--- src/design/mshr_pkg.sv ---
package mshr_pkg;

    localparam int LINE_ADDR_WIDTH = 26;
    localparam int TXNID_WIDTH     = 6;
    // entry id field sized for up to 16 entries
    localparam int ENTRY_ID_WIDTH  = 4;

    typedef logic [LINE_ADDR_WIDTH-1:0] line_addr_t;
    typedef logic [TXNID_WIDTH-1:0]     txnid_t;
    typedef logic [ENTRY_ID_WIDTH-1:0]  entry_id_t;

    // one outstanding line miss
    typedef struct packed {
        line_addr_t addr;
        txnid_t     txnid;
    } miss_req_t;

    // line request to the next level, tagged with its owner entry
    typedef struct packed {
        miss_req_t req;
        entry_id_t entry_id;
    } downstream_req_t;

    // per-entry life cycle
    typedef enum logic [1:0] {
        ENTRY_IDLE      = 2'd0,
        ENTRY_PEND      = 2'd1,
        ENTRY_WAIT_FILL = 2'd2
    } entry_state_t;

endpackage

--- src/design/mshr_entry.sv ---
module mshr_entry
    import mshr_pkg::*;
#(
    parameter int ENTRY_ID = 0
) (
    input  logic      clk,
    input  logic      rst,
    input  logic      alloc_en,
    input  miss_req_t alloc_req,
    input  logic      grant,
    input  logic      fill_vld,
    input  entry_id_t fill_entry_id,
    output logic      busy,
    output logic      req_vld,
    output miss_req_t req_pld
);

    entry_state_t state;
    miss_req_t    req_q;
    logic         fill_hit;

    // linefill ack addressed to this entry
    assign fill_hit = fill_vld && (fill_entry_id == entry_id_t'(ENTRY_ID));

    always_ff @(posedge clk) begin
        if (rst) begin
            state <= ENTRY_IDLE;
        end else begin
            case (state)
                ENTRY_IDLE: begin
                    if (alloc_en) begin
                        state <= ENTRY_PEND;
                    end
                end
                ENTRY_PEND: begin
                    // request accepted downstream
                    if (grant) begin
                        state <= ENTRY_WAIT_FILL;
                    end
                end
                ENTRY_WAIT_FILL: begin
                    if (fill_hit) begin
                        state <= ENTRY_IDLE;
                    end
                end
                default: begin
                    state <= ENTRY_IDLE;
                end
            endcase
        end
    end

    // miss address and txnid held for the life of the entry
    always_ff @(posedge clk) begin
        if (alloc_en) begin
            req_q <= alloc_req;
        end
    end

    assign busy    = (state != ENTRY_IDLE);
    assign req_vld = (state == ENTRY_PEND);
    assign req_pld = req_q;

endmodule

--- config.mk ---
export PLATFORM = sky130hd
export DESIGN_NAME = mshr_entry
export DESIGN_NICKNAME = d
export VERILOG_FILES = /design/src/design/mshr_pkg.sv /design/src/design/mshr_entry.sv
export SDC_FILE = /design/constraint.sdc
export NUM_CORES = 1
export LEC_CHECK = 0
export ABC_AREA = 1
export BUFFER_PORTS_ARGS = -buffer_cell sky130_fd_sc_hd__buf_2
export CAP_MARGIN = 20
export CORE_MARGIN = 2
export CORE_UTILIZATION = 42
export DETAILED_ROUTE_END_ITERATION = 10
export PLACE_DENSITY = 0.91
export SLEW_MARGIN = 25
export SYNTH_ARGS = -nofsm -noshare
export SYNTH_HDL_FRONTEND = slang
export SYNTH_SLANG_ARGS = --single-unit
--- constraint.sdc ---
create_clock -name clk -period 1.4 [get_ports clk]
set_clock_uncertainty 0.15 [all_clocks]
set_input_delay 0.07 -clock clk [delete_from_list [all_inputs] [get_ports clk]]
set_output_delay 0.07 -clock clk [all_outputs]
set_load 0.01 [all_outputs]
==> flow_summary.json <==
{
  "status": "finished, final reports clean",
  "die_w_um": 54.8,
  "cts_setup_buffers": 0,
  "synth_area_mm2": 0.00108,
  "path_clk_slew_ps": 90,
  "crit_slowest_cell": "dfxtp_1",
  "synth_common_cells": "edfxtp_1 (32), nor2_1 (4), inv_1 (3), nand2_1 (3)",
  "yosysTopAreaCell": "edfxtp_1",
  "wl_per_cell_um": 13.9,
  "fin_total_pwr_mw": 2.07,
  "holdCritPathClass": "input pin to flip-flop",
  "power_density_mw_per_mm2": 1060,
  "max_stage_delay_ps": 400,
  "drt_iter0_markers": 18,
  "fmax_mhz": 776,
  "ios": 75,
  "muxShareOfSynthArea_pct": 0,
  "die_area_mm2": 0.00300,
  "peakVddDrop_mv": 0.935,
  "place_congestion": 0.731,
  "synth_cell_types": 10,
  "n_antenna_cell": 0,
  "cts_htree_levels": 2,
  "synthTopCellsByArea": "edfxtp_1 (89%), dfxtp_1 (3.7%), a21oi_2 (1.6%)",
  "grt_setup_unrepaired": "false",
  "vias": 893,
  "setup_ws_ps": 111,
  "maxCapViolCount": 0,
  "synth-compound-area-share_pct": 1.62,
  "p_leak_nw": 0.865,
  "synth_nets": 91,
  "die_h_um": 54.8,
  "setup_viol": 0,
  "timing.final.crit_share_pct": 92.1,
  "synth-xor-area-share_pct": 0,
  "clk_path_buf_depth": 2,
  "cp.arrival_ps": 1070,
  "first_global_vias": 921,
  "grt_antenna_before_repair": 0,
  "cts_tree": "built",
  "crit_chain": "inv_2, nor2_4, buf_2",
  "hold_viol_final": 0,
  "initial_utilization_pct": 44.1,
  "viasPerCell": 4.40,
  "ant_nets": 0,
  "ys_warn_count": 0,
  "synth_simple_gate_area_share_pct": 4.51,
  "async_flop_share_pct": 0,
  "cp.required_ps": 1180,
  "avgSynthCellArea_um2": 21.6,
  "synth_top_area_share_pct": 88.8,
  "post-route-drc-count": 0,
  "coreArea_mm2": 0.00245,
  "period_minus_slack_ps": 1290,
  "synth_edf_count": 32,
  "start_kind": "flip-flop",
  "numCtsBuffers": 5,
  "endpoint_kind": "output port",
  "whs_ps": 49.9,
  "yosysMostFrequentCell": "edfxtp_1",
  "drive_gt1_share_pct": 50.3,
  "drtPass1Iterations": 4,
  "tns_ps": 0,
  "num_rows": 18,
  "synthAdderAreaFrac_pct": 0,
  "clock-sinks": 34,
  "grt_pass1_wl_um": 4040,
  "critPathKind": "flip-flop to output port",
  "cp_max_fo": 3,
  "tightest_slew_ps": 244,
  "area_growth_pct": 80.6,
  "global_route.overflow_total": 0,
  "max_slew_margin_pct": 83.8,
  "cts_resized": 0,
  "worstSkewPairLatency_ps": 320,
  "n_fill_cell": 133,
  "drv_slew": 0,
  "ys_ff_latch": 34,
  "final_net_count": 213,
  "yosysSeqAreaShare_pct": 92.5,
  "grt_usage_pct": 20.9,
  "pre_cts_slack_ps": 459,
  "synthFlopType": "edfxtp_1",
  "synth_top_family_by_area": "simple AND/OR/NAND/NOR gates",
  "root_buffer": "clkbuf_4",
  "path_delay_family": "flip-flops",
  "critPathBufInv": 2,
  "io_buffers": 74,
  "netlist_instances": 50,
  "drt_wl_total_um": 2830,
  "grt_start_max_net_pins": 20
}
layout make-up:
class	instances	area [um2]	share of cell area, %
Clock buffer	8	58.8	3.01
Sequential cell	34	1000	51.2
Inverter	4	15.0	0.768
Tap cell	30	37.5	1.92
Timing Repair Buffer	115	776	39.7
Multi-Input combinational cell	12	66.3	3.39
worst register-to-register path, cell delays in order (launching register included):
cell and delay (ps):
dfxtp_1 400, inv_2 70, nor2_4 130, nand2_1 90, a21oi_2 120
metal layers:
layer | vias up | global-route usage (%) | part of all wire, %
li1 | 429 | - | -
met1 | 410 | 21.2 | 36
met2 | 52 | 34.9 | 51
met3 | 2 | 12.6 | 12
met4 | 0 | 7.92 | 0.42
met5 | - | 0 | 0
power breakdown:
part / internal, mW / switching, mW
combinational: 0.173 / 0.138
clock: 0.248 / 0.287
sequential: 1.20 / 0.0227
through the flow:
step | area [um2] | std cells | util (%)
2_1_floorplan | 1080 | 50 | -
3_3_place_gp | 1510 | 156 | 61.3
3_5_place_dp | 1510 | 156 | 61.3
4_1_cts | 1950 | 203 | 79.6
5_1_grt | 1950 | 203 | 79.6
6_report | 1950 | 203 | 79.6
sequential cells by signal, summed over array words and instances (netlist names):
name,count
req_pld,32
state,2
cells in the final DEF, fill, tap and decap left out:
master / count
buf_2: 74
dlygate4sd3_1: 39
edfxtp_1: 32
clkbuf_4: 5
nor2_1: 4
inv_1: 3
nand2_1: 3
a21oi_2: 2
clkbuf_1: 2
buf_4: 2
dfxtp_1: 2
nand3_1: 1
inv_2: 1
nor2_4: 1
nand2_2: 1
clkbuf_8: 1
cell families after synthesis:
group,count (synthesis)
buf+inv,4
compound gates,2
flops,34
simple gates,10
repair_timing:
action | in CTS | in global routing
hold endpoints to repair | 34 | 0
endpoints found under the setup margin | 0 | 0
hold buffers | 39 | 0
final timing paths:
kind / to / cells past startpoint / slack (ps) / from
max: req_vld / 3 / 110 / state[0]$_SDFFE_PP0P_
min reg2reg: state[1]$_SDFFE_PP0P_ / 4 / 490 / state[0]$_SDFFE_PP0P_
min: req_pld[7]$_DFFE_PP_ / 2 / 50 / alloc_en
max reg2reg: state[0]$_SDFFE_PP0P_ / 4 / 370 / state[0]$_SDFFE_PP0P_
Note: power is estimated with default switching activity, not from simulation.
