--- config.mk ---
export PLATFORM = sky130hd
export DESIGN_NAME = mshr_alloc_flat
export DESIGN_NICKNAME = d
export VERILOG_FILES = /design/src/design/mshr_pkg.sv /design/src/design/mshr_entry_if.sv /design/src/design/mshr_alloc.sv /design/src/flat_wrapper.sv
export SDC_FILE = /design/constraint.sdc
export NUM_CORES = 1
export LEC_CHECK = 0
export ABC_AREA = 1
export BUFFER_PORTS_ARGS = -buffer_cell sky130_fd_sc_hd__buf_2
export CAP_MARGIN = 10
export CORE_AREA = 2 2 40 42
export DETAILED_ROUTE_END_ITERATION = 7
export DIE_AREA = 0 0 42 44
export GPL_TIMING_DRIVEN = 0
export PLACE_DENSITY = 0.86
export RECOVER_POWER = 25
export SYNTH_ARGS = -nofsm -noshare
export SYNTH_HDL_FRONTEND = slang
export SYNTH_SLANG_ARGS = --single-unit
--- constraint.sdc ---
create_clock -name vclk -period 0.8
set_input_delay 0.04 -clock vclk [all_inputs]
set_output_delay 0.04 -clock vclk [all_outputs]
set_load 0.005 [all_outputs]
--- src/design/mshr_pkg.sv ---
package mshr_pkg;

    localparam int LINE_ADDR_WIDTH = 26;
    localparam int TXNID_WIDTH     = 6;
    // entry id field sized for up to 16 entries
    localparam int ENTRY_ID_WIDTH  = 4;

    typedef logic [LINE_ADDR_WIDTH-1:0] line_addr_t;
    typedef logic [TXNID_WIDTH-1:0]     txnid_t;
    typedef logic [ENTRY_ID_WIDTH-1:0]  entry_id_t;

    // one outstanding line miss
    typedef struct packed {
        line_addr_t addr;
        txnid_t     txnid;
    } miss_req_t;

    // line request to the next level, tagged with its owner entry
    typedef struct packed {
        miss_req_t req;
        entry_id_t entry_id;
    } downstream_req_t;

    // per-entry life cycle
    typedef enum logic [1:0] {
        ENTRY_IDLE      = 2'd0,
        ENTRY_PEND      = 2'd1,
        ENTRY_WAIT_FILL = 2'd2
    } entry_state_t;

endpackage

--- src/design/mshr_entry_if.sv ---
interface mshr_entry_if
    import mshr_pkg::*;
#(
    parameter int ENTRY_NUM = 4
) ();

    // entry status with one bit per entry
    logic [ENTRY_NUM-1:0] busy;
    logic [ENTRY_NUM-1:0] req_vld;
    miss_req_t            req_pld [ENTRY_NUM];

    // one-hot allocation enable plus the shared request
    logic [ENTRY_NUM-1:0] alloc_en;
    miss_req_t            alloc_req;

    // one-hot grant back to the issuing entry
    logic [ENTRY_NUM-1:0] req_grant;

    modport alloc_side (
        input  busy,
        output alloc_en,
        output alloc_req
    );

    modport arb_side (
        input  req_vld,
        input  req_pld,
        output req_grant
    );

endinterface

--- src/design/mshr_alloc.sv ---
module mshr_alloc
    import mshr_pkg::*;
#(
    parameter int ENTRY_NUM = 4
) (
    input  logic             clk,
    input  logic             rst,
    input  logic             miss_vld,
    input  miss_req_t        miss_req,
    output logic             miss_rdy,
    output entry_id_t        alloc_index,
    mshr_entry_if.alloc_side ent
);

    localparam int CNT_WIDTH = $clog2(ENTRY_NUM + 1);

    logic                 free_found;
    entry_id_t            free_idx;
    logic                 alloc_fire;
    logic [ENTRY_NUM-1:0] busy_q;
    logic [ENTRY_NUM-1:0] busy_fall;
    logic [CNT_WIDTH-1:0] busy_cnt;
    logic                 full;

    // scan downward so the lowest free index is the one left standing
    always_comb begin
        free_found = 1'b0;
        free_idx   = '0;
        for (int i = ENTRY_NUM - 1; i >= 0; i--) begin
            if (!ent.busy[i]) begin
                free_found = 1'b1;
                free_idx   = entry_id_t'(i);
            end
        end
    end

    assign miss_rdy    = free_found;
    assign alloc_fire  = miss_vld && miss_rdy;
    assign alloc_index = free_idx;

    // one-hot write enable into the chosen entry
    always_comb begin
        for (int i = 0; i < ENTRY_NUM; i++) begin
            ent.alloc_en[i] = alloc_fire && (free_idx == entry_id_t'(i));
        end
    end

    assign ent.alloc_req = miss_req;

    // occupancy counter that sees released entries one cycle late
    assign busy_fall = busy_q & ~ent.busy;

    always_ff @(posedge clk) begin
        if (rst) begin
            busy_q   <= '0;
            busy_cnt <= '0;
        end else begin
            busy_q   <= ent.busy;
            busy_cnt <= busy_cnt + CNT_WIDTH'(alloc_fire)
                        - CNT_WIDTH'($countones(busy_fall));
        end
    end

    assign full = (busy_cnt == CNT_WIDTH'(ENTRY_NUM));

endmodule

--- src/flat_wrapper.sv ---
// flat-port wrapper written by rule: the top's interface ports become plain ports
module mshr_alloc_flat import mshr_pkg::*;
#(
    parameter int ENTRY_NUM = 4
)
  (clk, rst, miss_vld, miss_req, miss_rdy, alloc_index, ent_busy, ent_alloc_en, ent_alloc_req);
  mshr_entry_if #(.ENTRY_NUM(ENTRY_NUM)) ent_i ();
  input  logic clk;
  input  logic rst;
  input  logic miss_vld;
  input  miss_req_t miss_req;
  output logic miss_rdy;
  output entry_id_t alloc_index;
  input wire logic [$bits(ent_i.busy)-1:0] ent_busy;
  output wire logic [$bits(ent_i.alloc_en)-1:0] ent_alloc_en;
  output wire logic [$bits(ent_i.alloc_req)-1:0] ent_alloc_req;
  assign ent_i.busy = ent_busy;
  assign ent_alloc_en = ent_i.alloc_en;
  assign ent_alloc_req = ent_i.alloc_req;
  mshr_alloc #(.ENTRY_NUM(ENTRY_NUM)) u_core (.clk(clk), .rst(rst), .miss_vld(miss_vld), .miss_req(miss_req), .miss_rdy(miss_rdy), .alloc_index(alloc_index), .ent(ent_i));
endmodule
==> reports/metrics.csv, run 1 <==
stage;metric;value;unit
critical_path;critical path type;input port to output pin;
clocking;Hold Buf Count CTS;0;
power_and_ir_drop;Tot Pwr;0.279;mW
final_layout;most common cell after layout, fill and taps aside;buf_2;
final_layout;NumNets Final;138;
sta;Hold Vio Cnt, Final;0;
sta;fin. max-slew vios;0;
placed_design;total placed cells including tap cells;113;
final_layout;commonest cells after routing, fill and taps aside;buf_2 (44), buf_4 (25), clkbuf_4 (9);
sta;final setup vio count;0;
job;max-cap violations;0;
global_route;GRT busiest layer;met2;
drt;DR pass1 iterations;3;
sta;RSZ-0062 raised after global routing;false;
critical_path;ordered list of cells on the worst path;buf_2 > nand2_2 > nand2_1 > nor2_2 > buf_2;
placed_design;buffers added on ports;44;
floorplan;DIE AREA;1850;µm²
critical_path;arrival time worst endpoint;0.55;ns
global_route;Total GRT Usage;7.71;%
final_layout;area of the multi-input gates;76.3;µm²
final_layout;area grow syn2layout;71.2;%
global_route;vias in the first global route;324;
sta;Setup TNS;0;ns
sta;Max Fclk;1690;MHz
logic_synthesis;sequential cell area fraction in the yosys report;0;%
floorplan;# rows;14;
placed_design;GPL Wtd Cong;0.595;
logic_synthesis;ranking of synthesized cells by area;buf_4 (74%), nand2_2 (5.5%), nand3_1 (4.4%), inv_1 (3.3%), nor2_1 (3.3%);
drt;via count;418;
power_and_ir_drop;Seq pwr share;0;%
power_and_ir_drop;Sw Ratio;34.1;%
power_and_ir_drop;clock share of power;0;%
sta;crit path time final;0.593;ns
critical_path;slowest CP cell;buf_2;
global_route;met3 GRT Util;0.417;%
critical_path;required time of the worst setup path;0.76;ns
sta;ratio of final minimum period to clock period;74.1;%
global_route;GR met1 Demand/Resource;6.42;%
drt;Detailed Route WL;861;µm
critical_path;CP Capture Type;output pin;
drt;Initial DRC Count;2;
drt;Residual DRC;0;
logic_synthesis;area share of the largest cell type after synthesis;74.5;%
final_layout;seq_cells;0;
power_and_ir_drop;peak supply drop;0.000201;V
final_layout;register area;0;µm²
global_route;pin count of the biggest net entering global routing;5;
final_layout;fin cells;113;
power_and_ir_drop;Lkg Pwr;0.398;nW
critical_path;Bufs and invs on worst path;2;
logic_synthesis;Yosys cell types;10;
critical_path;delay-heaviest family, CP;simple AND/OR/NAND/NOR gates;
global_route;grt ovf;0;
drt;Post-DRT Antenna Nets;0;
drt;DR vias/cell;3.70;
floorplan;height of the die;44;µm
clocking;postcts setup bufs;0;
floorplan;Placeable Area;1420;µm²
logic_synthesis;Yosys top cell by area;buf_4;
final_layout;clk_buf instances;0;
critical_path;CP most frequent cell;buf_2;
sta;final worst slack;0.207;ns
critical_path;startpoint types;input port;
logic_synthesis;Post-Syn Instances;52;
floorplan;Die X-Extent;42;µm
floorplan;# IOs;80;
global_route;met2 Use GR;19.4;%
clocking;post_cts resized;0;
power_and_ir_drop;combinational power share;100.0;%
placed_design;pre-CTS WS;0.214;ns
critical_path;CP max FO;4;
placed_design;DP Wirelength;835;µm
final_layout;ratio of cells with drive above 1 in the final layout;86.6;%
logic_synthesis;Synth Warn #;0;
power_and_ir_drop;Pint;0.184;mW
power_and_ir_drop;Net Sw Power;0.0950;mW
global_route;antenna violations before repair;0;
logic_synthesis;post-synthesis cell area;343;µm²
worst_hold_path;Hold Crit Class;input port to output pin;
final_layout;Fillers;154;
final_layout;Ant. Diodes;0;
logic_synthesis;syn_area_per_cell;6.59;µm²
drt;wire per inst;7.62;µm
critical_path;slowest cell delay on critical path;0.13;ns
floorplan;Starting Density;24.2;%
outcome;run status;finished clean;
global_route;first-pass GRT wire length;1210;µm
power_and_ir_drop;Power Density;475;nW/µm²
## layer usage
metal	part of all wire, %	routed length (µm)	up-vias
met5	0	0	-
met4	0	0	0
met3	15	128	0
met2	59	508	37
met1	26	224	172
li1	-	-	209
## cells in the mapped netlist
library cell   n
buf_4         34
inv_1          3
nand2_2        3
nand3_1        3
nor2_1         3
nand2_1        2
conb_1         1
inv_2          1
nor2_2         1
nor3_2         1
## stage by stage
step	instance area [µm²]	hold WS, ns	util [%]
finish	587	0.245	41.4
global route	587	0.253	41.4
CTS	587	0.246	41.4
global placement	587	0.247	41.4
detailed placement	587	0.246	41.4
floorplan	347	0.104	-
## final timing paths
path | end | depth (start not counted) | startpoint
worst min-delay path | ent_alloc_req[6] | 2 | miss_req[6]
worst max-delay path | ent_alloc_en[0] | 5 | ent_busy[0]
## logic make-up (layout without fill, tap and decap cells)
family        count (synthesis)  in the layout  share of synthesized area (%)
simple gates                 13             13                           20.1
other cells                   1              2                           1.09
buf+inv                      38             82                           78.8
## power by group through the flow
stage	clock network [mW]	logic, mW	registers, mW
floorplan	0	0.169	0
global placement	0	0.278	0
detailed placement	0	0.285	0
CTS	0	0.285	0
global route	0	0.305	0
finish	0	0.279	0
## final cells by class
type	instances	share of cell area, %
buffer	34	43.5
timing repair buffer	44	37.5
multi-input combinational	15	13.0
tap	16	3.41
inverter	4	2.56
No activity file was read; power rests on OpenSTA's default activity.
==> inputs of run 2 (changes only) <==
CORE_AREA = 2 2 41 43   (was 2 2 40 42)
DIE_AREA = 0 0 43 45   (was 0 0 42 44)
PLACE_DENSITY = 0.82   (was 0.86)
==> reports/metrics.csv, run 2 (synthesis results as in run 1) <==
stage;metric;value;unit;change
floorplan;# rows;14;;unchanged
clocking;Hold Buf Count CTS;0;;unchanged
placed_design;GPL Wtd Cong;0.598;;+0.47%
critical_path;arrival time worst endpoint;0.52;ns;-0.03 ns
power_and_ir_drop;peak supply drop;0.000159;V;-21%
floorplan;height of the die;45;µm;+2.3%
global_route;met3 GRT Util;0;%;-0.42 points
sta;crit path time final;0.563;ns;-0.0293 ns
final_layout;clk_buf instances;0;;unchanged
critical_path;CP max FO;4;;unchanged
placed_design;buffers added on ports;44;;unchanged
final_layout;commonest cells after routing, fill and taps aside;buf_2 (44), buf_4 (25), clkbuf_4 (9);;
sta;RSZ-0062 raised after global routing;false;;
floorplan;Starting Density;23.3;%;-0.86 points
drt;via count;423;;+1.2%
drt;wire per inst;7.73;µm;+1.5%
floorplan;# IOs;80;;unchanged
drt;Detailed Route WL;874;µm;+1.5%
drt;DR vias/cell;3.74;;+1.2%
final_layout;Ant. Diodes;0;;unchanged
floorplan;Placeable Area;1470;µm²;+3.7%
clocking;post_cts resized;0;;unchanged
global_route;met2 Use GR;18.5;%;-0.89 points
global_route;pin count of the biggest net entering global routing;5;;unchanged
final_layout;NumNets Final;138;;unchanged
placed_design;DP Wirelength;873;µm;+4.5%
job;max-cap violations;0;;unchanged
drt;Post-DRT Antenna Nets;0;;unchanged
final_layout;most common cell after layout, fill and taps aside;buf_2;;
worst_hold_path;Hold Crit Class;input port to output pin;;
floorplan;DIE AREA;1940;µm²;+4.7%
power_and_ir_drop;Lkg Pwr;0.398;nW;unchanged
drt;Initial DRC Count;0;;-2
clocking;postcts setup bufs;0;;unchanged
global_route;antenna violations before repair;0;;unchanged
global_route;grt ovf;0;;unchanged
sta;ratio of final minimum period to clock period;70.4;%;-3.7 points
global_route;vias in the first global route;313;;-3.4%
sta;Hold Vio Cnt, Final;0;;unchanged
floorplan;Die X-Extent;43;µm;+2.4%
outcome;run status;finished clean;;
sta;fin. max-slew vios;0;;unchanged
critical_path;critical path type;input port to output pin;;
final_layout;Final Core Density;39.9;%;-1.5 points
sta;Setup TNS;0;ns;unchanged
global_route;first-pass GRT wire length;1190;µm;-1.7%
power_and_ir_drop;Power Density;474;nW/µm²;-0.14%
final_layout;register area;0;µm²;unchanged
global_route;GR met1 Demand/Resource;6.51;%;+0.086 points
drt;DR pass1 iterations;1;;-2
final_layout;ratio of cells with drive above 1 in the final layout;86.6;%;unchanged
sta;final setup vio count;0;;unchanged
final_layout;area grow syn2layout;71.2;%;unchanged
global_route;GRT busiest layer;met2;;
sta;Max Fclk;1780;MHz;+5.2%
critical_path;required time of the worst setup path;0.76;ns;about the same
global_route;Total GRT Usage;7.36;%;-0.34 points
drt;Residual DRC;0;;unchanged
final_layout;seq_cells;0;;unchanged
critical_path;CP Capture Type;output pin;;
critical_path;startpoint types;input port;;
## run 2: cell counts in the layout (fill, tap and decap cells not counted)
No cell type changed its count.
## run 2: cell type report
| cell class | count | area [µm²] |
|---|---|---|
| buffer | 34 | 255 |
| multi-input combinational | 15 | 76.3 |
| fill | 155 | 885 |
| tap | 16 | 20.0 |
| inverter | 4 | 15.0 |
| timing repair buffer | 44 | 220 |
## run 2: worst paths after layout
| kind | from | endpoint | slack, ns | depth (start not counted) |
|---|---|---|---|---|
| worst min-delay path | miss_req[25] | ent_alloc_req[25] | 0.25 | 2 |
| worst max-delay path | ent_busy[1] | ent_alloc_en[0] | 0.24 | 5 |
## run 2: report_power, final
| part | leakage (nW) | total, mW | switching, mW | internal, mW |
|---|---|---|---|---|
| logic | 0.398 | 0.278 | 0.0945 | 0.184 |
| registers | 0 | 0 | 0 | 0 |
| clock network | 0 | 0 | 0 | 0 |
| total | 0.398 | 0.278 | 0.0945 | 0.184 |
## run 2: through the flow
step	area, µm²	hold WS, ns	std cells	total power, mW	setup slack (ns)
2_1_floorplan	347	0.104	53	0.169	0.477
3_3_place_gp	587	0.247	113	0.278	0.240
3_5_place_dp	587	0.247	113	0.285	0.235
4_1_cts	587	0.247	113	0.285	0.235
5_1_grt	587	0.254	113	0.304	0.181
6_report	587	0.246	113	0.278	0.237
## run 2: critical path, stage by stage
cell and delay, ns:
buf_2 0.12, nand2_2 0.10, nand2_1 0.07, nor2_2 0.09, buf_2 0.11
## run 2: layer usage
layer	share of wire [%]	up-vias
li1	-	210
met1	23	176
met2	61	37
met3	16	0
met4	0	0
met5	0	-
